## src/rtl/dma_cfg.svh

```systemverilog
//***********************************************************
// Buffer depth must stay a power of two matching buf_addr_t
// Select code 0 is unused and ignored by the register block
//***********************************************************
`ifndef DMA_CFG_SVH
`define DMA_CFG_SVH

// Local buffer size in 32-bit words
`define DMA_BUF_DEPTH 512

// Host register select codes
`define DMA_SEL_BUS_ADDR 3'd1
`define DMA_SEL_BUF_ADDR 3'd2
`define DMA_SEL_BLOCK    3'd3
`define DMA_SEL_BURST    3'd4
`define DMA_SEL_CTRL     3'd5

// Bus is byte addressed, one word per step
`define DMA_ADDR_STEP 32'd4

`endif

```

## src/rtl/dma_pkg.sv

```systemverilog
//***********************************************************
// Shared widths and the transfer state encoding
//***********************************************************
package dma_pkg;

    // Address or data word on the shared bus lines
    typedef logic [31:0] bus_word_t;

    // Word address into the local buffer
    typedef logic [8:0] buf_addr_t;

    // Block size in words, zero means nothing to move
    typedef logic [9:0] block_len_t;

    // Words per burst minus one, as sent on the bus
    typedef logic [7:0] burst_len_t;

    // Host register select
    typedef logic [2:0] reg_sel_t;

    typedef enum logic [2:0] {
        IDLE,
        REQUEST,
        BEGIN,
        WRITE_DATA,
        READ_DATA,
        END_BURST
    } dma_state_t;

endpackage

```

## src/rtl/dma_regs.sv

```systemverilog
//***********************************************************
// Start is ignored while a transfer runs
// Error status is sticky until the next start
//***********************************************************
`timescale 1ns/1ps
`include "dma_cfg.svh"

module dma_regs (
    input  logic                  clock,
    input  logic                  rst,
    input  logic                  cfg_write,
    input  dma_pkg::reg_sel_t     cfg_select,
    input  dma_pkg::bus_word_t    cfg_data,
    input  logic                  transfer_busy,
    input  logic                  transfer_error,
    output dma_pkg::bus_word_t    bus_start_address,
    output dma_pkg::buf_addr_t    buf_start_address,
    output dma_pkg::block_len_t   block_size,
    output dma_pkg::burst_len_t   burst_size,
    output logic [1:0]            control_out,
    output logic [1:0]            status_out,
    output logic                  start
);
    import dma_pkg::*;

    logic error_q;

    // Register file, low bits of cfg_data are kept
    always_ff @(posedge clock) begin
        if (rst) begin
            bus_start_address <= '0;
            buf_start_address <= '0;
            block_size        <= '0;
            burst_size        <= '0;
            control_out       <= '0;
        end else if (cfg_write) begin
            case (cfg_select)
                `DMA_SEL_BUS_ADDR: bus_start_address <= cfg_data;
                `DMA_SEL_BUF_ADDR: buf_start_address <= buf_addr_t'(cfg_data);
                `DMA_SEL_BLOCK:    block_size <= block_len_t'(cfg_data);
                `DMA_SEL_BURST:    burst_size <= burst_len_t'(cfg_data);
                `DMA_SEL_CTRL:     control_out <= cfg_data[1:0];
                default: ;
            endcase
        end
    end

    // One cycle start pulse, blocked while busy or already starting
    always_ff @(posedge clock) begin
        if (rst) begin
            start <= 1'b0;
        end else begin
            start <= cfg_write && (cfg_select == `DMA_SEL_CTRL) && cfg_data[0]
                     && !transfer_busy && !start;
        end
    end

    always_ff @(posedge clock) begin
        if (rst) begin
            error_q <= 1'b0;
        end else if (start) begin
            error_q <= 1'b0;
        end else if (transfer_error) begin
            error_q <= 1'b1;
        end
    end

    // Bit 1 error, bit 0 busy
    assign status_out = {error_q, transfer_busy};

    // FSM must not still be running when a new start arrives
    a_no_start_when_busy: assert property (
        @(posedge clock) disable iff (rst) start |-> !transfer_busy
    );

endmodule

```

## config.mk

```make
export PLATFORM = sky130hd
export DESIGN_NAME = dma_regs
export DESIGN_NICKNAME = d
export VERILOG_FILES = /design/src/rtl/dma_pkg.sv /design/src/rtl/dma_regs.sv
export VERILOG_INCLUDE_DIRS = /design/src /design/src/rtl
export SDC_FILE = /design/constraint.sdc
export NUM_CORES = 1
export LEC_CHECK = 0
export BUFFER_PORTS_ARGS = -buffer_cell sky130_fd_sc_hd__buf_2
export CELL_PAD_IN_SITES_DETAIL_PLACEMENT = 1
export CELL_PAD_IN_SITES_GLOBAL_PLACEMENT = 1
export CORE_ASPECT_RATIO = 1.75
export CORE_UTILIZATION = 36
export DETAILED_ROUTE_END_ITERATION = 10
export PLACE_DENSITY_LB_ADDON = 0.15
export SLEW_MARGIN = 20
export SYNTH_ARGS = -nofsm -noshare
export SYNTH_HDL_FRONTEND = slang
export SYNTH_SLANG_ARGS = --single-unit
export TNS_END_PERCENT = 10
```

## constraint.sdc

```tcl
create_clock -name clock -period 0.9 [get_ports clock]
set_input_delay 0 -clock clock [delete_from_list [all_inputs] [get_ports clock]]
set_output_delay 0 -clock clock [all_outputs]
set_load 0.02 [all_outputs]
```

==> flow_summary_export.csv <==
group,metric,value,unit
worst_setup_path,critPathSlowestCell,"dfxtp_1",
synth,yosysUniqueCellTypes,14,
synth,synth_xor_area_share,0,%
floorplanning,start_util,37.1,%
sta,period_share,95.5,%
synth,synth-adder-area-share,0,%
worst_setup_path,cp-end-kind,"output port",
layout,drive_gt1_share,32.6,%
sta,rsz0062_at_grt,"false",
synth,yosys-top-cells-area,"dfxtp_1, mux2i_1, nand2b_1",
worst_setup_path,setup.worst_path.end,"start",
routing,drtAntennaViolNets,0,
pwr,leakagePower,1.84,nW
worst_setup_path,path_buf_inv,1,
worst_setup_path,path_cells,"buf_2",
worst_setup_path,r2r_setup_slack,0.19,ns
synth,syn_nets,285,
routing,drt_iter0_drc,87,
floorplanning,fp-row-count,41,
sta,finalSetupViolCount,0,
cts,path_clk_slew,0.05,ns
placed_design,dp.cells,426,
sta,max_freq,1160,MHz
sta,max-slew-margin-rel,83.0,%
worst_setup_path,crit_family,"flip-flops",
floorplanning,die_w,67.1,um
synth,synth_top_family_by_area,"simple AND/OR/NAND/NOR gates",
floorplanning,coreArea,7180,um2
grt,grt_pass1_vias,2229,
grt,grt-ovfl-total,0,
routing,drt-wirelength-per-cell,14.0,um
layout,final_nets,418,
synth,yosys_warnings,0,
sta,tightest_slew,0.252,ns
synth,syn-mean-instance-area,10.9,um2
worst_setup_path,path_depth,1,
layout,layout.cells.non_filler,469,
worst_hold_path,hold_path.class,"in2reg",
run_status,run_status,"finished clean",
synth,synth-seq-cells,63,
cts,clockRootBuffer,"clkbuf_16",
cts,cts.repair.resized,0,
worst_setup_path,r2r-end,"start",
synth,synth_cells,245,
layout,fill_cells,816,
placed_design,place_hpwl,4460,um
worst_setup_path,worstPathArrival,0.86,ns
synth,ys_seq_area_share,47.3,%
synth,synth-simple-area-share,24.6,%
synth,synth_compound_area_share,0,%
worst_setup_path,reg2reg_depth,1,
pwr,peakVddDrop,0.920,mV
routing,drc_errors,0,
routing,drt-total-wl,6580,um
sta,hold_slack,0.0261,ns
grt,grt_usage,18.1,%
placed_design,gp_congestion,0.730,
synth,muxShareOfSynthArea,22.9,%
sta,clock_skew,0.00429,ns
cts,cts.sinks,63,
layout,n_antenna_cell,0,
sta,fin_crit,0.859,ns
cts,cts_tree,"yes",
routing,vias_per_cell,4.60,
floorplanning,die_h,116,um
grt,antenna_found_initial,0,
cts,htree_levels,3,
floorplanning,dieArea,7770,um2
sta,finalHoldViolations,0,
worst_setup_path,max_stage_delay,0.35,ns
worst_setup_path,cp-startpoint,"start",
sta,slew_violations,0,
routing,dr.pass1.iters,4,
job,max-cap-violations,0,
cts,cts_max_path_buffers,2,
worst_setup_path,required,0.90,ns
cts,clk_latency,0.32,ns
placed_design,port-buffer-count,103,
grt,grt_max_degree,39,
floorplanning,boundaryPins,104,
synth,synth_top_cell_by_area,"dfxtp_1",
worst_setup_path,path_class,"reg2out",
cts,cts_buffers,9,
worst_setup_path,regToRegStartpoint,"start",
worst_setup_path,start_kind,"register",
worst_setup_path,cp_max_fo,3,
synth,synth_top_cell_area_share,47.3,%
grt,grt_pass1_wl,10400,um
pwr,power.density,1710,nW/um2
synth,syn_area,2670,um2
layout,area_delta_synth_final,42.7,%
routing,vias,2156,
-- repair_timing --
| item | CTS | global route |
|---|---|---|
| endpoints found under the hold margin | 27 | 0 |
| hold buffers | 27 | 0 |
| endpoints found under the setup margin | 0 | 0 |
| buffers inserted | 0 | 0 |
-- kinds of logic after synthesis --
group / after synthesis
simple gates: 102
mux: 61
flops: 63
buf+inv: 19
-- cell type report --
class / count / area, um2 / share of cell area, %
multi-input combinational: 163 / 1270 / 33.3
sequential: 63 / 1260 / 33.1
clock buffer: 15 / 248 / 6.51
clock inverter: 1 / 5.00 / 0.131
timing repair buffer: 141 / 918 / 24.1
tap: 86 / 108 / 2.83
-- state kept, by name, indices dropped and copies added, names as in the netlist --
signal,flops
bus_start_address,32
block_size,10
start,1
error_q,1
burst_size,8
control_out,2
buf_start_address,9
-- metrics by stage --
stage	power, mW	TNS, ns	util, %	setup slack (ns)	area, um2
after floorplan	3.30	0	-	0.138	2670
after detailed placement	3.53	-2.34	45.7	-0.111	3280
after CTS	6.62	0	53.0	0.0111	3810
final	6.52	0	53.0	0.0406	3810
after global routing	6.81	0	53.0	0.0109	3810
after global placement	3.52	-1.40	45.7	-0.0498	3280
-- routing by layer --
metal / share of wire, % / track usage, %
met1: 41 / 19.8
met4: 1.9 / 9.08
met2: 53 / 31.6
met3: 4.6 / 4.43
met5: 0 / 0
-- synth_stat cells, drive strengths merged --
cell type,instances
and4bb,1
buf,10
clkbuf,9
dfxtp,63
mux2i,61
nand2b,94
nand4b,2
nand4bb,2
nor2,1
nor3,1
nor4,1
-- worst min path at each step --
stage               slack [ns]  depth (start not counted)                   end     startpoint
finish                    0.03                          3  buf_start_address[5]    cfg_data[5]
global route              0.05                          3  buf_start_address[4]    cfg_data[4]
CTS                       0.02                          3  buf_start_address[5]    cfg_data[5]
detailed placement        0.26                          2         status_out[0]  transfer_busy
global placement          0.26                          2         status_out[0]  transfer_busy
floorplan                 0.11                          1         status_out[0]  transfer_busy
-- cells in the final DEF (no fill, tap or decap) --
cell type	Yosys	final
clkbuf_16	0	9
clkinv_2	0	1
nand4b_1	2	2
nand4bb_1	2	2
mux2i_1	61	61
buf_4	2	7
dlygate4sd3_1	0	27
buf_12	3	4
clkbuf_1	9	6
nor4_1	1	1
nor3_1	1	1
buf_2	4	103
dfxtp_1	63	63
nand2b_1	94	94
and4bb_2	0	1
nor2_1	1	1
-- power by group --
group / switching (mW) / internal (mW) / total, mW / leakage [nW]
clock: 1.10 / 1.86 / 2.96 / 0.122
combinational: 0.310 / 0.358 / 0.667 / 1.21
sequential: 0.0331 / 2.86 / 2.89 / 0.510
No activity file was read; power rests on OpenSTA's default activity.
