<file path="config.mk">
export PLATFORM = sky130hd
export DESIGN_NAME = dma_burst_counter
export DESIGN_NICKNAME = d
export VERILOG_FILES = /design/src/rtl/dma_pkg.sv /design/src/rtl/dma_burst_counter.sv
export VERILOG_INCLUDE_DIRS = /design/src /design/src/rtl
export SDC_FILE = /design/constraint.sdc
export NUM_CORES = 1
export LEC_CHECK = 0
export ABC_AREA = 1
export BUFFER_PORTS_ARGS = -buffer_cell sky130_fd_sc_hd__buf_2
export CAP_MARGIN = 10
export CORE_AREA = 2 2 92 160
export CTS_CLUSTER_SIZE = 16
export DETAILED_ROUTE_END_ITERATION = 8
export DIE_AREA = 0 0 94 162
export GPL_TIMING_DRIVEN = 0
export PLACE_DENSITY = 0.54
export SLEW_MARGIN = 20
export SYNTH_ARGS = -nofsm -noshare
export SYNTH_HDL_FRONTEND = slang
export SYNTH_SLANG_ARGS = --single-unit
</file>
<file path="constraint.sdc">
create_clock -name clock -period 8 [get_ports clock]
set_input_delay 0.8 -clock clock [delete_from_list [all_inputs] [get_ports clock]]
set_output_delay 0.8 -clock clock [all_outputs]
set_load 0.01 [all_outputs]
</file>
<file path="src/rtl/dma_cfg.svh">
//***********************************************************
// Buffer depth must stay a power of two matching buf_addr_t
// Select code 0 is unused and ignored by the register block
//***********************************************************
`ifndef DMA_CFG_SVH
`define DMA_CFG_SVH

// Local buffer size in 32-bit words
`define DMA_BUF_DEPTH 512

// Host register select codes
`define DMA_SEL_BUS_ADDR 3'd1
`define DMA_SEL_BUF_ADDR 3'd2
`define DMA_SEL_BLOCK    3'd3
`define DMA_SEL_BURST    3'd4
`define DMA_SEL_CTRL     3'd5

// Bus is byte addressed, one word per step
`define DMA_ADDR_STEP 32'd4

`endif

</file>
<file path="src/rtl/dma_pkg.sv">
//***********************************************************
// Shared widths and the transfer state encoding
//***********************************************************
package dma_pkg;

    // Address or data word on the shared bus lines
    typedef logic [31:0] bus_word_t;

    // Word address into the local buffer
    typedef logic [8:0] buf_addr_t;

    // Block size in words, zero means nothing to move
    typedef logic [9:0] block_len_t;

    // Words per burst minus one, as sent on the bus
    typedef logic [7:0] burst_len_t;

    // Host register select
    typedef logic [2:0] reg_sel_t;

    typedef enum logic [2:0] {
        IDLE,
        REQUEST,
        BEGIN,
        WRITE_DATA,
        READ_DATA,
        END_BURST
    } dma_state_t;

endpackage

</file>
<file path="src/rtl/dma_burst_counter.sv">
//***********************************************************
// buf_address is the look-ahead address for the buffer port
// Burst start must not be issued with an empty block
//***********************************************************
`timescale 1ns/1ps
`include "dma_cfg.svh"

module dma_burst_counter (
    input  logic                  clock,
    input  logic                  rst,
    input  logic                  load,
    input  logic                  burst_start,
    input  logic                  word_done,
    input  dma_pkg::bus_word_t    bus_start_address,
    input  dma_pkg::buf_addr_t    buf_start_address,
    input  dma_pkg::block_len_t   block_size,
    input  dma_pkg::burst_len_t   burst_size,
    output dma_pkg::burst_len_t   burst_length,
    output dma_pkg::bus_word_t    bus_address,
    output dma_pkg::buf_addr_t    buf_address,
    output logic                  last_word_in_burst,
    output logic                  block_done
);
    import dma_pkg::*;

    block_len_t words_left;
    block_len_t burst_count;
    block_len_t burst_plus;
    block_len_t next_burst;
    buf_addr_t  buf_addr_q;
    buf_addr_t  buf_next;

    // Burst is capped by what is left of the block
    assign burst_plus = block_len_t'(burst_size) + block_len_t'(1);
    assign next_burst = (burst_plus < words_left) ? burst_plus : words_left;

    always_ff @(posedge clock) begin
        if (rst) begin
            words_left  <= '0;
            burst_count <= '0;
        end else if (load) begin
            words_left  <= block_size;
            burst_count <= '0;
        end else if (burst_start) begin
            burst_count <= next_burst;
        end else if (word_done) begin
            words_left  <= words_left - block_len_t'(1);
            burst_count <= burst_count - block_len_t'(1);
        end
    end

    assign buf_next = (buf_addr_q == buf_addr_t'(`DMA_BUF_DEPTH - 1)) ? '0 : buf_addr_q + 1'b1;

    always_ff @(posedge clock) begin
        if (load) begin
            bus_address <= bus_start_address;
            buf_addr_q  <= buf_start_address;
        end else if (word_done) begin
            bus_address <= bus_address + `DMA_ADDR_STEP;
            buf_addr_q  <= buf_next;
        end
        if (burst_start) begin
            burst_length <= burst_len_t'(next_burst - block_len_t'(1));
        end
    end

    // Registered read in the buffer sees the address after this edge
    assign buf_address = word_done ? buf_next : buf_addr_q;

    assign last_word_in_burst = (burst_count == block_len_t'(1));
    assign block_done         = (words_left == '0);

    a_no_word_past_block: assert property (
        @(posedge clock) disable iff (rst) word_done |-> words_left != '0
    );

endmodule

</file>
==> key figures <==
Status
  • Status: finished, final reports clean

Die
  • Ports: ~120
  • Die Width: 94 um
  • Die Area: 15200 um^2
  • Initial Util: 0.342
  • Rows: 57
  • Die height: 162 um
  • Core Area: about 14000 um^2

Synthesis
  • Unique cell type count in the Yosys netlist: 43
  • Seq/Total Area, Yosys: 0.375
  • Syn_nets: 752
  • Synth Cell Area: 4750 um^2
  • Yosys reg bits: 69
  • Synth Instances: 672
  • Synth warn: 0
  • Avg Cell Area, Syn: 7.07 um^2

STA
  • Layout Skew: 0.00699 ns
  • Setup TNS: 0 ns
  • Min Tclk post-route: 3.29 ns
  • Tcrit/Tclk final: 0.411
  • Final Max Tran Viols: 0
  • Achievable Freq: 304 MHz
  • Hold slack: 0.519 ns
  • Final hold vios: 0
  • RSZ-0062 raised after global routing: false
  • Max_slew headroom: 0.480
  • Setup violators final: 0
  • Worst Tran Pin Value: 0.778 ns
  • Final WS setup: between 4 and 5 ns

CTS
  • CTS H-tree lvls: 3
  • TritonCTS clock tree: built
  • Later-pin clock latency in the skew report: 0.33 ns
  • CTS Hold Bufs: 0
  • Root Driver: clkbuf_16
  • Post-CTS Setup Inserts: 0
  • CTS resizes: 0
  • CTS clk-pin slew, worst paths: 0.06 ns
  • CTS sink cnt: 69
  • CTS max path bufs: 2
  • Num CTS Buffers: 9

Detailed routing
  • Vias: 4804
  • Drt pass-1 iters: 4
  • Via density: 4.91
  • Final WL: 14.4 mm
  • Avg WL per Cell: around 15 um
  • Final ANT Viol Nets: 0
  • Detailed-route DRC error count: 0
  • Iteration-0 DRC Markers: 145

Layout
  • Final nets: 876
  • Area grow syn2layout: 23.5%
  • Most frequent cells in the layout: nand2_1, buf_2, inv_1
  • Footprint of the multi-input gates: 2590 um^2
  • Most common cell after layout, fill and taps aside: nand2_1
  • Layout cell share with drive strength beyond 1: 0.203
  • # diodes: 0
  • FF/Latch Area: 1780 um^2
  • Finished Layout Cells: 978
  • Fill cell count: 1497

Power and ir drop
  • Leak: 2.85 nW
  • VDD IR max: around 0.13 mV
  • PwrDens: 200 nW/um^2

Global routing
  • Global route overflow: 0
  • Largest net degree at the start of global routing: 31
  • GRT Overall Usage: 0.190
  • Antenna violations before repair: 0
  • Vias in the first global route: 4709
  • First-pass GRT wire length: 22.5 mm

Worst setup path
  • Worst Path Arrival: 3.37 ns
  • CP required: around 8.1 ns
  • Slowest stage cell, crit path: ha_1
  • Most used cell, CP: nand2_1
  • Worst path bufs/invs: 3
  • Critical Path Start Type: input pin
  • Worst-path fanout max: 8
  • CP cell instances: buf_2, nand2_1, nor2_1, nand3_1, nor2_1, xor2_1, ha_1, nand2_1, nand2_1, a21oi_4, nand3_4, o21ai_2, inv_1, ha_1, inv_1, nor2_4, nand3_1, nand2_1
  • WS Path Type: input pin to flop
  • Critical path's largest stage delay: 0.29 ns
  • Crit end category: flop
  • Worst path top cell family by delay: simple AND/OR/NAND/NOR gates

Placed design
  • Hpwl dp: 11.5 mm
  • Port bufs: roughly 110
  • GP Congestion: 0.927
  • Pre-CTS WS: 4.36 ns
  • Post-Place Cells: 962

Hold path
  • Hold crit path type: flop to flop

Flow run
  • MaxCap Viol Count: 0
state kept, by name, indices dropped and copies added (netlist names):
signal / cells
burst_length: 8
buf_addr_q: 9
words_left: 10
bus_address: 32
burst_count: 10
per-stage QoR:
stage               total power (W)  utilization  instance area [um^2]
global route                0.00124        0.422                  5870
finish                      0.00118        0.422                  5870
floorplan                  0.000645            -                  4750
CTS                         0.00119        0.422                  5870
global placement           0.000745        0.398                  5540
detailed placement         0.000750        0.398                  5540
metal layers:
| layer | up-vias | global-route usage | wire length [um] |
|---|---|---|---|
| met5 | - | 0 | 0 |
| met2 | 140 | 0.378 | 8100 |
| met1 | 2194 | 0.189 | 5250 |
| li1 | 2444 | - | - |
| met3 | 26 | 0.0274 | 610 |
| met4 | 0 | 0.0791 | 453 |
where the power goes:
part | total (W) | internal (W) | switching, W
clock | 0.000435 | 0.000278 | 0.000157
sequential | 0.000458 | 0.000422 | 0.0000360
combinational | 0.000284 | 0.000105 | 0.000179
total | 0.00118 | 0.000805 | 0.000372
cell families after synthesis:
family,count (synthesis),synth area share
compound gates,70,0.0874
xor+xnor,24,0.0442
fa+ha+maj,16,0.0421
buf+inv,99,0.0808
flops,69,0.375
mux,1,0.00211
simple gates,393,0.368
cell usage after synthesis (all sizes together):
master	count	share of area
a22oi	2	0.0032
nor2	74	0.066
or2	3	0.0040
inv	83	0.066
a21oi	20	0.023
dfxtp	29	0.12
xnor2	3	0.0055
nand2	241	0.20
o21bai	2	0.0032
o21a	1	0.0016
buf	3	0.0050
nor3	16	0.018
ha	16	0.042
nand3	28	0.037
clkinv	1	0.00079
a211oi	3	0.0047
a31oi	9	0.012
o311ai	1	0.0018
o22ai	1	0.0013
a32oi	1	0.0018
clkbuf	12	0.0095
edfxtp	40	0.25
nand3b	2	0.0032
mux2i	1	0.0021
nand4	24	0.032
nor4	4	0.0053
nor3b	1	0.0016
o211ai	4	0.0063
o21ai	26	0.028
xor2	21	0.039
worst register-to-register path, cell delays in order, from the launching register on:
cell and delay [ns]:
dfxtp_1 0.38, inv_1 0.09, ha_1 0.32, nand2_1 0.07, nand2_1 0.08, a21oi_4 0.28
nand3_4 0.14, o21ai_2 0.28, inv_1 0.11, ha_1 0.24, inv_1 0.10, nor2_4 0.05
nand3_1 0.08, nand2_1 0.06
path summary, 6_finish.rpt:
kind	slack, ns	end	from	cells after the start
max	4.71	burst_length[6]	burst_size[2]	18
min	0.52	buf_addr_q[8]	buf_addr_q[8]	2
max reg2reg	5.49	burst_length[6]	words_left[7]	13
min reg2reg	0.52	buf_addr_q[8]	buf_addr_q[8]	2
final cells by class:
class	count	area share
Clock buffer	12	0.0473
Timing Repair Buffer	113	0.0964
Sequential cell	69	0.304
Inverter	84	0.0537
Clock inverter	4	0.00874
Buffer	15	0.0117
Tap cell	177	0.0377
Multi-Input combinational cell	504	0.441
Note: power is estimated with default switching activity, not from simulation.
