File: config.mk
export PLATFORM = sky130hd
export DESIGN_NAME = dma_fsm
export DESIGN_NICKNAME = d
export VERILOG_FILES = /design/src/rtl/dma_cfg.svh /design/src/rtl/dma_pkg.sv /design/src/rtl/dma_fsm.sv
export SDC_FILE = /design/constraint.sdc
export NUM_CORES = 1
export LEC_CHECK = 0
export BUFFER_PORTS_ARGS = -buffer_cell sky130_fd_sc_hd__buf_2
export CORE_AREA = 5 5 73 75
export CTS_BUF_LIST = sky130_fd_sc_hd__clkbuf_8
export CTS_CLUSTER_DIAMETER = 150
export DETAILED_ROUTE_END_ITERATION = 6
export DIE_AREA = 0 0 78 80
export PLACE_DENSITY = 0.7
export SYNTH_ARGS = -nofsm -noshare
export SYNTH_HDL_FRONTEND = slang
export SYNTH_SLANG_ARGS = --single-unit
File: constraint.sdc
create_clock -name clock -period 3.15 [get_ports clock]
set_input_delay 0.7875 -clock clock [delete_from_list [all_inputs] [get_ports clock]]
set_output_delay 0.7875 -clock clock [all_outputs]
set_load 0.05 [all_outputs]
File: src/rtl/dma_cfg.svh
//***********************************************************
// Buffer depth must stay a power of two matching buf_addr_t
// Select code 0 is unused and ignored by the register block
//***********************************************************
`ifndef DMA_CFG_SVH
`define DMA_CFG_SVH

// Local buffer size in 32-bit words
`define DMA_BUF_DEPTH 512

// Host register select codes
`define DMA_SEL_BUS_ADDR 3'd1
`define DMA_SEL_BUF_ADDR 3'd2
`define DMA_SEL_BLOCK    3'd3
`define DMA_SEL_BURST    3'd4
`define DMA_SEL_CTRL     3'd5

// Bus is byte addressed, one word per step
`define DMA_ADDR_STEP 32'd4

`endif

File: src/rtl/dma_pkg.sv
//***********************************************************
// Shared widths and the transfer state encoding
//***********************************************************
package dma_pkg;

    // Address or data word on the shared bus lines
    typedef logic [31:0] bus_word_t;

    // Word address into the local buffer
    typedef logic [8:0] buf_addr_t;

    // Block size in words, zero means nothing to move
    typedef logic [9:0] block_len_t;

    // Words per burst minus one, as sent on the bus
    typedef logic [7:0] burst_len_t;

    // Host register select
    typedef logic [2:0] reg_sel_t;

    typedef enum logic [2:0] {
        IDLE,
        REQUEST,
        BEGIN,
        WRITE_DATA,
        READ_DATA,
        END_BURST
    } dma_state_t;

endpackage

File: src/rtl/dma_fsm.sv
//***********************************************************
// Single bus master, one burst in flight, bus_busy only
// stalls write bursts; short read bursts are not handled
//***********************************************************
`timescale 1ns/1ps

module dma_fsm (
    input  logic                  clock,
    input  logic                  rst,
    input  logic                  start,
    input  logic                  direction,
    input  logic                  bus_grant,
    input  logic                  bus_busy,
    input  logic                  bus_error,
    input  logic                  bus_data_valid_in,
    input  logic                  bus_end_transaction_in,
    input  dma_pkg::bus_word_t    bus_address_data_in,
    input  dma_pkg::burst_len_t   burst_length,
    input  dma_pkg::bus_word_t    bus_address,
    input  logic                  last_word_in_burst,
    input  logic                  block_done,
    output logic                  buf_write,
    output dma_pkg::bus_word_t    buf_write_data,
    input  dma_pkg::bus_word_t    buf_read_data,
    output logic                  load,
    output logic                  burst_start,
    output logic                  word_done,
    output logic                  bus_request,
    output logic                  bus_begin_transaction,
    output dma_pkg::bus_word_t    bus_address_data_out,
    output dma_pkg::burst_len_t   bus_burst_size,
    output logic                  bus_read_n_write,
    output logic                  bus_data_valid_out,
    output logic                  bus_end_transaction_out,
    output logic                  transfer_busy,
    output logic                  transfer_error
);
    import dma_pkg::*;

    dma_state_t state;
    dma_state_t next_state;
    logic       dir_q;
    logic       rd_done_q;
    logic       in_burst;

    assign in_burst       = (state == BEGIN) || (state == WRITE_DATA) || (state == READ_DATA);
    assign transfer_error = bus_error && in_burst;
    assign transfer_busy  = (state != IDLE);

    always_comb begin
        next_state  = state;
        load        = 1'b0;
        burst_start = 1'b0;
        case (state)
            IDLE: begin
                if (start) begin
                    next_state = REQUEST;
                    load       = 1'b1;
                end
            end
            REQUEST: begin
                // Also the exit for a zero sized block
                if (block_done) begin
                    next_state = IDLE;
                end else if (bus_grant) begin
                    next_state  = BEGIN;
                    burst_start = 1'b1;
                end
            end
            BEGIN:      next_state = dir_q ? WRITE_DATA : READ_DATA;
            WRITE_DATA: begin
                if (!bus_busy && last_word_in_burst) begin
                    next_state = END_BURST;
                end
            end
            READ_DATA: begin
                if (bus_end_transaction_in) begin
                    next_state = END_BURST;
                end
            end
            END_BURST:  next_state = REQUEST;
            default:    next_state = IDLE;
        endcase
        if (transfer_error) begin
            next_state = IDLE;
        end
    end

    always_ff @(posedge clock) begin
        if (rst) begin
            state     <= IDLE;
            dir_q     <= 1'b0;
            rd_done_q <= 1'b0;
        end else begin
            state     <= next_state;
            rd_done_q <= (state == READ_DATA) && bus_data_valid_in;
            if (load) begin
                dir_q <= direction;
            end
        end
    end

    // Read words are counted a cycle late so the write address stays put
    assign word_done = ((state == WRITE_DATA) && !bus_busy) || rd_done_q;

    assign buf_write      = (state == READ_DATA) && bus_data_valid_in;
    assign buf_write_data = bus_address_data_in;

    // Request drops in END_BURST to free the bus between bursts
    assign bus_request = in_burst || ((state == REQUEST) && !block_done);

    assign bus_begin_transaction   = (state == BEGIN);
    assign bus_burst_size          = (state == BEGIN) ? burst_length : '0;
    assign bus_read_n_write        = (state == BEGIN) && !dir_q;
    assign bus_data_valid_out      = (state == WRITE_DATA);
    assign bus_end_transaction_out = (state == END_BURST) && dir_q;

    always_comb begin
        case (state)
            BEGIN:      bus_address_data_out = bus_address;
            WRITE_DATA: bus_address_data_out = buf_read_data;
            default:    bus_address_data_out = '0;
        endcase
    end

    a_begin_after_grant: assert property (
        @(posedge clock) disable iff (rst) bus_begin_transaction |-> $past(bus_grant)
    );

    // Write data starts right after the command and runs without gaps
    a_valid_in_write_burst: assert property (
        @(posedge clock) disable iff (rst)
        bus_data_valid_out |-> (state == WRITE_DATA)
            && ($past(bus_begin_transaction) || $past(bus_data_valid_out))
    );

endmodule

==> impl_metrics.toml, run 1 <==
[run_status]
status = "completed"

[yosys]
async_reset_ff_share_pct = 0
synth_most_common_cell = "buf_4"
syn-mean-instance-area_sq_um = 8.20
synth_cells = 125
yosys_warnings = 0
yosys.area.top_type_share_pct = 27.4
synth_area_leaders = "a22o_1, buf_4, dfxtp_1, and2_1, buf_6"
netlist_area_sq_mm = 0.00102
yosys.area.top_type = "a22o_1"
synth_flop_cell = "dfxtp_1"
seq_area_frac_synth_pct = 9.77
synth_commonest_cells = "buf_4, a22o_1, and2_1"
synthesis.nets = 240
synth_edf_count = 0
ys_ff_latch = 5
ys_types = 30

[clocking]
hold_buffers = 0
postCtsResizedCells = 0
cts_max_level = 1
clock-sinks = 5
cts_tree = "built"
cts.clk_slew.worst_paths_ps = 40
cts_setup_buffers = 0
clk_path_buf_depth = 2
cts_buffers = 3
clkLatencyLatePin_ps = 220
cts-root-buf = "clkbuf_8"

[placed_design]
pre_cts_ws_ps = 600
dp_cells = 272
dpl.hpwl_um = 3580
gp_congestion = 0.739
io_buffers = 133
placed_cell_area_sq_mm = 0.00146

[floorplanning]
fp.dieH_um = 80
ioPinCount = 198
core_sq_mm = 0.00460
die_area_sq_mm = 0.00624
rows = 25
start_util_pct = 22.3
fp.dieW_um = 78

[grt]
antenna_found_initial = 0
overflow = 0
grt_pass1_vias = 1311
grt_pass1_wl_um = 6250
grt_usage_pct = 12.2
grt_max_degree = 33

[power]
p_leak_nw = 0.942
power.share.clock_pct = 34.4
peakVddDrop_v = 0.000268
netSwitchingFraction_pct = 36.7
combPwrFrac_pct = 43.6
internal_power_mw = 0.211
p_switching_mw = 0.122
p_total_mw = 0.334
powerDensity_mw_per_mm2 = 222
seq_power_share_pct = 22.0

[route]
vias = 1306
routed_wl_um = 4290
postRouteAntennaNets = 0
dr.first_iter.drc_count = 28
routedWlPerCell_um = 15.5
drc = 0
firstDrtPassIters = 4
avgViaCountPerCell = 4.73

[timing]
maxSlewHeadroom_pct = 66.8
max_freq_mhz = 358
fin_skew_ps = 2.93
period_share_pct = 88.7
fin_crit_ps = 2790
setup_tns_ps = 0
finalSetupViolCount = 0
slew_violations = 0
rsz0062_at_grt = "false"
worstMarginPinSlew_ps = 497
setup_slack_ps = 356
hold_viol = 0

[flow_run]
drv_cap = 0

[layout]
n_fill_cell = 508
antenna_cells = 0
stdcell_count = 276
finalInstanceArea_sq_mm = 0.00150
drive_above_1_share_pct = 64.9
area_growth_pct = 46.4
fin_nets = 338

[min_path]
min_path_cells = 2
min_from = "dir_q"
hold_class = "reg2reg"
min_to = "dir_q"

[worst_setup_path]
worstSetupPathType = "reg2out"
critPathMaxFanout = 32
worstPathArrival_ps = 2010
r2r_slack_ps = 1700
rr_worst_depth = 3
cp-start-kind = "register"
worst_setup_path_end_kind = "output pin"
worst_ep_required_time_ps = 2360
regToRegStartpoint = "state[2]"
r2r-end = "state[0]"
[final cells by class]
cell class	count	area, sq um	area share [%]
Inverter	4	15.0	1.00
Multi-Input combinational cell	73	584	38.9
Timing Repair Buffer	136	688	45.9
Clock inverter	1	3.75	0.250
Tap cell	54	67.6	4.50
Clock buffer	3	41.3	2.75
Sequential cell	5	100	6.67
[critical path, stage by stage, from the launching register on]
cell and delay [ps]:
dfxtp_1 560, nor2b_1 210, and2_1 190, buf_4 320, a22o_1 210, buf_2 270
[worst max path at each step]
stage,start,end
2_1_floorplan,block_done,burst_start
3_3_place_gp,state[1],bus_address_data_out[25]
3_5_place_dp,state[1],bus_address_data_out[7]
4_1_cts,state[1],bus_address_data_out[21]
5_1_grt,state[1],bus_address_data_out[7]
6_report,state[1],bus_address_data_out[21]
[layer usage]
metal | up-vias | GRT usage [%] | wire (um)
met3 | 8 | 6.09 | 627
met5 | - | 0 | 0
met2 | 94 | 21.4 | 2070
met4 | 0 | 2.36 | 46
li1 | 618 | - | -
met1 | 586 | 13.2 | 1540
[registers in the layout, indices dropped and copies added, names as in the netlist]
name,flops
rd_done_q,1
dir_q,1
state,3
[kinds of logic after synthesis]
| kind of cell | Yosys count | synth area share (%) |
|---|---|---|
| simple gates | 32 | 21.7 |
| buf+inv | 47 | 33.5 |
| flops | 5 | 9.77 |
| mux | 1 | 0.977 |
| compound gates | 40 | 34.1 |
[power by group through the flow]
stage	combinational, mW	sequential [mW]	clock [mW]
floorplan	0.193	0.0692	0
global placement	0.146	0.0739	0
detailed placement	0.146	0.0742	0
CTS	0.147	0.0733	0.117
global route	0.156	0.0745	0.121
finish	0.145	0.0734	0.115
[stage by stage]
stage,hold slack (ps),util (%)
floorplan,520,-
detailed placement,577,31.6
global route,625,32.6
CTS,584,32.6
finish,584,32.6
global placement,568,31.6
[cells in the final DEF, fill, tap and decap left out]
master and n:
and2_1 9, clkbuf_8 3, nand4bb_1 1, o22a_1 1, buf_2 133, nor2_2 1, nor4b_4 1, nor2_1 5
mux2i_1 1, a22o_1 32, buf_4 3, and3b_1 1, o21ai_1 2, a2111oi_0 1, or3_1 1, nor2b_1 2
inv_1 5, nor3b_1 1, or3b_4 1, nand2_1 1, nor3_1 3, a211oi_1 1, nand2b_1 1, nor4_1 1
dfxtp_1 5, and4_1 1, o31ai_1 1, nor4b_2 1, a21o_1 1, a21boi_4 1, and2b_1 1
Power figures use the tool's default switching activity.
==> inputs of run 2 (changes only) <==
CORE_AREA = 5 5 74 76   (was 5 5 73 75)
DIE_AREA = 0 0 79 81   (was 0 0 78 80)
MAX_ROUTING_LAYER = met4   (was default)
PLACE_DENSITY = 0.71   (was 0.7)
SLEW_MARGIN = 20   (was default)
clock period = 2.35 ns   (was 3.15 ns; I/O delays follow)
==> impl_metrics.toml, run 2 (synthesized netlist as in run 1, its figures left out) <==
[layout]
n_fill_cell = 495
fin_util_pct = 33.8
antenna_cells = 0
drive_above_1_share_pct = 66.2
largest-register = "state"
finalInstanceArea_sq_mm = 0.00158
layout_commonest_cell = "buf_2"
largest_reg_flops = 3
fin_nets = 341
area_growth_pct = 53.8
top_regs = "state x3, dir_q x1, rd_done_q x1"
final_cell_mix = "buf_2, a22o_1, and2_1"
stdcell_count = 279

[placed_design]
dp_cells = 275
placed_cell_area_sq_mm = 0.00153
io_buffers = 133
gp_congestion = 0.806
dpl.hpwl_um = 3940

[timing]
finalSetupViolCount = 0
maxSlewHeadroom_pct = 74.6
rsz0062_at_grt = "true"
slew_violations = 0
worstMarginPinSlew_ps = 372
hold_viol = 0
max_freq_mhz = 444
fin_crit_ps = 2250
fin_skew_ps = 2.27
hold_ws_ps = 562
period_share_pct = 95.9

[worst_setup_path]
worstPathArrival_ps = 1670
path_buf_inv = 2
max_stage_delay_ps = 380
critical_path.cell_chain = "nand2b_1 -> nor2_2 -> buf_4 -> a22o_1 -> buf_2"
critPathMaxFanout = 20
worst_setup_path_end_kind = "output pin"
worstSetupPathType = "reg2out"
critPathSlowestCell = "dfxtp_2"
crit_family = "buffers and inverters"
cp-start-kind = "register"
worst_ep_required_time_ps = 1760

[grt]
grt_pass1_wl_um = 6590
overflow = 0
use_met3_pct = 4.66
met1_usage_pct = 14.3
antenna_found_initial = 0
grt_pass1_vias = 1339
grt.busiest_layer = "met2"
met2_usage_pct = 22.7
grt_max_degree = 22
grt_usage_pct = 13.3

[floorplanning]
core_sq_mm = 0.00466
fp.dieW_um = 79
start_util_pct = 22.0
fp.dieH_um = 81
ioPinCount = 198
rows = 25
die_area_sq_mm = 0.00640

[min_path]
hold_class = "in2reg"

[power]
p_leak_nw = 0.970
netSwitchingFraction_pct = 36.8
combPwrFrac_pct = 45.6
internal_power_mw = 0.289
peakVddDrop_v = 0.000357
seq_power_share_pct = 20.5
p_switching_mw = 0.168
power.share.clock_pct = 33.9
powerDensity_mw_per_mm2 = 290

[route]
dr.first_iter.drc_count = 26
avgViaCountPerCell = 4.77
drc = 0
vias = 1332
routed_wl_um = 4630
postRouteAntennaNets = 0
routedWlPerCell_um = 16.6
firstDrtPassIters = 4

[flow_run]
drv_cap = 0

[clocking]
clkLatencyLatePin_ps = 220
cts.clk_slew.worst_paths_ps = 30
cts-root-buf = "clkbuf_8"
clk_path_buf_depth = 2
cts_max_level = 1
cts_buffers = 3
clock-sinks = 5
cts_tree = "built"

[run_status]
status = "completed"
-- run 2: timing repair --
action / in CTS / in global routing
setup buffers: 0 / 0
pin swaps: 0 / 0
gates resized for setup: 1 / 1
hold buffers: 0 / 0
endpoints found under the setup margin: 21 / 11
-- run 2: layer usage --
layer | up-vias | routed length [um]
li1 | 622 | -
met5 | - | 0
met2 | 100 | 2230
met3 | 16 | 604
met1 | 594 | 1720
met4 | 0 | 77
-- run 2: stage by stage --
| stage | setup TNS (ps) | power (mW) | worst slack (ps) |
|---|---|---|---|
| after global routing | -68.8 | 0.486 | -17.0 |
| after CTS | 0 | 0.463 | 90.7 |
| after global placement | 0 | 0.304 | 258 |
| final | 0 | 0.457 | 97.3 |
| after floorplan | 0 | 0.352 | 198 |
| after detailed placement | 0 | 0.304 | 224 |
-- run 2: power by group through the flow --
stage                     Combinational, mW  Clock, mW  Sequential [mW]
after floorplan                       0.259          0           0.0928
after global placement                0.209          0           0.0948
after detailed placement              0.209          0           0.0947
after CTS                             0.210      0.160           0.0934
after global routing                  0.223      0.168           0.0941
final                                 0.208      0.155           0.0937
-- run 2: layout make-up --
| type | instances | area (sq um) | area share (%) |
|---|---|---|---|
| Timing Repair Buffer | 139 | 758 | 48.1 |
| Clock buffer | 3 | 41.3 | 2.62 |
| Tap cell | 54 | 67.6 | 4.29 |
| Multi-Input combinational cell | 73 | 589 | 37.4 |
| Clock inverter | 1 | 3.75 | 0.238 |
| Inverter | 4 | 15.0 | 0.952 |
| Sequential cell | 5 | 101 | 6.43 |
-- run 2: path summary, 6_finish.rpt --
check / to / slack, ps / start / cells after the start
max: bus_address_data_out[23] / 100 / state[2] / 5
min: state[2] / 560 / bus_error / 2
max reg2reg: state[0] / 1000 / state[0] / 4
min reg2reg: state[1] / 580 / state[2] / 1
==> inputs of run 3 (changes only) <==
CORE_AREA = 5 5 73 75   (was 5 5 74 76)
DIE_AREA = 0 0 78 80   (was 0 0 79 81)
PLACE_DENSITY = 0.7   (was 0.71)
clock period = 2.7 ns   (was 2.35 ns; I/O delays follow)
==> impl_metrics.toml, run 3 (synthesized netlist as in run 1, its figures left out) <==
[run_status]
status = "completed"

[route]
vias = 1279
wl_met1_um = 1510
postRouteAntennaNets = 0
top_layer_used = "met4"
routed_wl_um = 4200
wl_met2_um = 2070
dr.first_iter.drc_count = 16
firstDrtPassIters = 4
avgViaCountPerCell = 4.62
drc = 0
wl_met3_um = 587
routedWlPerCell_um = 15.2

[layout]
largest-register = "state"
final_cell_mix = "buf_2, a22o_1, and2_1"
fin_util_pct = 33.7
drive_above_1_share_pct = 65.5
multi_input_area_sq_um = 584
fin_nets = 339
finalInstanceArea_sq_mm = 0.00155
layout_commonest_cell = "buf_2"
largest_reg_flops = 3
antenna_cells = 0
area_growth_pct = 51.4
top_regs = "state x3, dir_q x1, rd_done_q x1"
n_fill_cell = 497
seq_area_sq_um = 101

[power]
seq_power_share_pct = 21.0
p_leak_nw = 0.956
internal_power_mw = 0.250
powerDensity_mw_per_mm2 = 252
power.share.clock_pct = 33.8
peakVddDrop_v = 0.000325
p_switching_mw = 0.141
combPwrFrac_pct = 45.2
netSwitchingFraction_pct = 36.1

[timing]
hold_viol = 0
rsz0062_at_grt = "false"
slew_violations = 0
setup_tns_ps = 0
worstMarginPinSlew_ps = 437
maxSlewHeadroom_pct = 70.1
max_freq_mhz = 402
finalSetupViolCount = 0
fin_skew_ps = 1.51
period_share_pct = 92.2
fin_crit_ps = 2490

[clocking]
clkLatencyLatePin_ps = 220
cts_max_level = 1
clk_path_buf_depth = 2
clock-sinks = 5
cts_setup_buffers = 0
cts.clk_slew.worst_paths_ps = 40
cts-root-buf = "clkbuf_8"
cts_tree = "built"
hold_buffers = 0
cts_buffers = 3

[worst_setup_path]
regToRegStartpoint = "state[2]"
worst_ep_required_time_ps = 2030
cp-start-kind = "register"
worstSetupPathType = "reg2out"
startpoint = "state[2]"
worst_setup_path_end_kind = "output pin"
worstPathArrival_ps = 1810
critPathMaxFanout = 29

[floorplanning]
die_area_sq_mm = 0.00624
rows = 25
fp.dieH_um = 80
start_util_pct = 22.3
core_sq_mm = 0.00460
ioPinCount = 198
fp.dieW_um = 78

[placed_design]
placed_cell_area_sq_mm = 0.00151
dpl.hpwl_um = 3570
io_buffers = 133
gp_congestion = 0.753

[grt]
grt_usage_pct = 12.7
grt_max_degree = 33
grt_pass1_wl_um = 6430
grt_pass1_vias = 1253
overflow = 0
antenna_found_initial = 0

[min_path]
min_from = "dir_q"
hold_class = "reg2reg"

[flow_run]
drv_cap = 0
[run 3: cell count changes in the layout (fill, tap and decap cells not counted)]
cell | before | now
nor3_2 | 1 | 0
clkbuf_4 | 1 | 0
nor3_1 | 2 | 3
buf_4 | 6 | 3
buf_2 | 129 | 131
[run 3: cell type report]
class | instances | area share, %
Timing Repair Buffer | 137 | 47.6
Multi-Input combinational cell | 73 | 37.7
Sequential cell | 5 | 6.53
Tap cell | 54 | 4.35
Clock buffer | 3 | 2.66
Inverter | 4 | 0.968
Clock inverter | 1 | 0.242
[run 3: worst paths after layout]
| check | endpoint | slack, ps | cells after the start |
|---|---|---|---|
| max reg2reg | state[0] | 1250 | 3 |
| min reg2reg | dir_q | 590 | 2 |
| max | bus_address_data_out[24] | 210 | 5 |
| min | dir_q | 590 | 2 |
[run 3: worst max-delay path, stage by stage (launching register included)]
cell and delay, ps:
dfxtp_1 420, nand2b_1 270, nor2_2 130, buf_4 290, a22o_1 210, buf_2 260
[run 3: what timing repair did]
action	CTS	global route
gates resized for setup	0	1
setup endpoints to repair	0	11
hold endpoints to repair	0	0
[run 3: per-stage QoR]
stage	worst slack, ps	hold WS (ps)	total power, mW	instances
global route	66.2	643	0.422	277
finish	211	594	0.391	277
global placement	337	572	0.259	273
CTS	89.9	605	0.396	277
detailed placement	329	586	0.260	273
floorplan	53.5	520	0.306	125
[run 3: power by group through the flow]
stage	sequential, mW	clock [mW]	combinational, mW
6_report	0.0822	0.132	0.177
5_1_grt	0.0828	0.149	0.190
4_1_cts	0.0821	0.136	0.178
3_5_place_dp	0.0833	0	0.177
3_3_place_gp	0.0830	0	0.176
2_1_floorplan	0.0808	0	0.225
[run 3: layer usage]
metal | vias up | global-route usage (%)
met5 | - | -
met4 | 0 | 3.38
met3 | 8 | 4.97
met2 | 93 | 20.7
met1 | 558 | 14.5
li1 | 620 | -
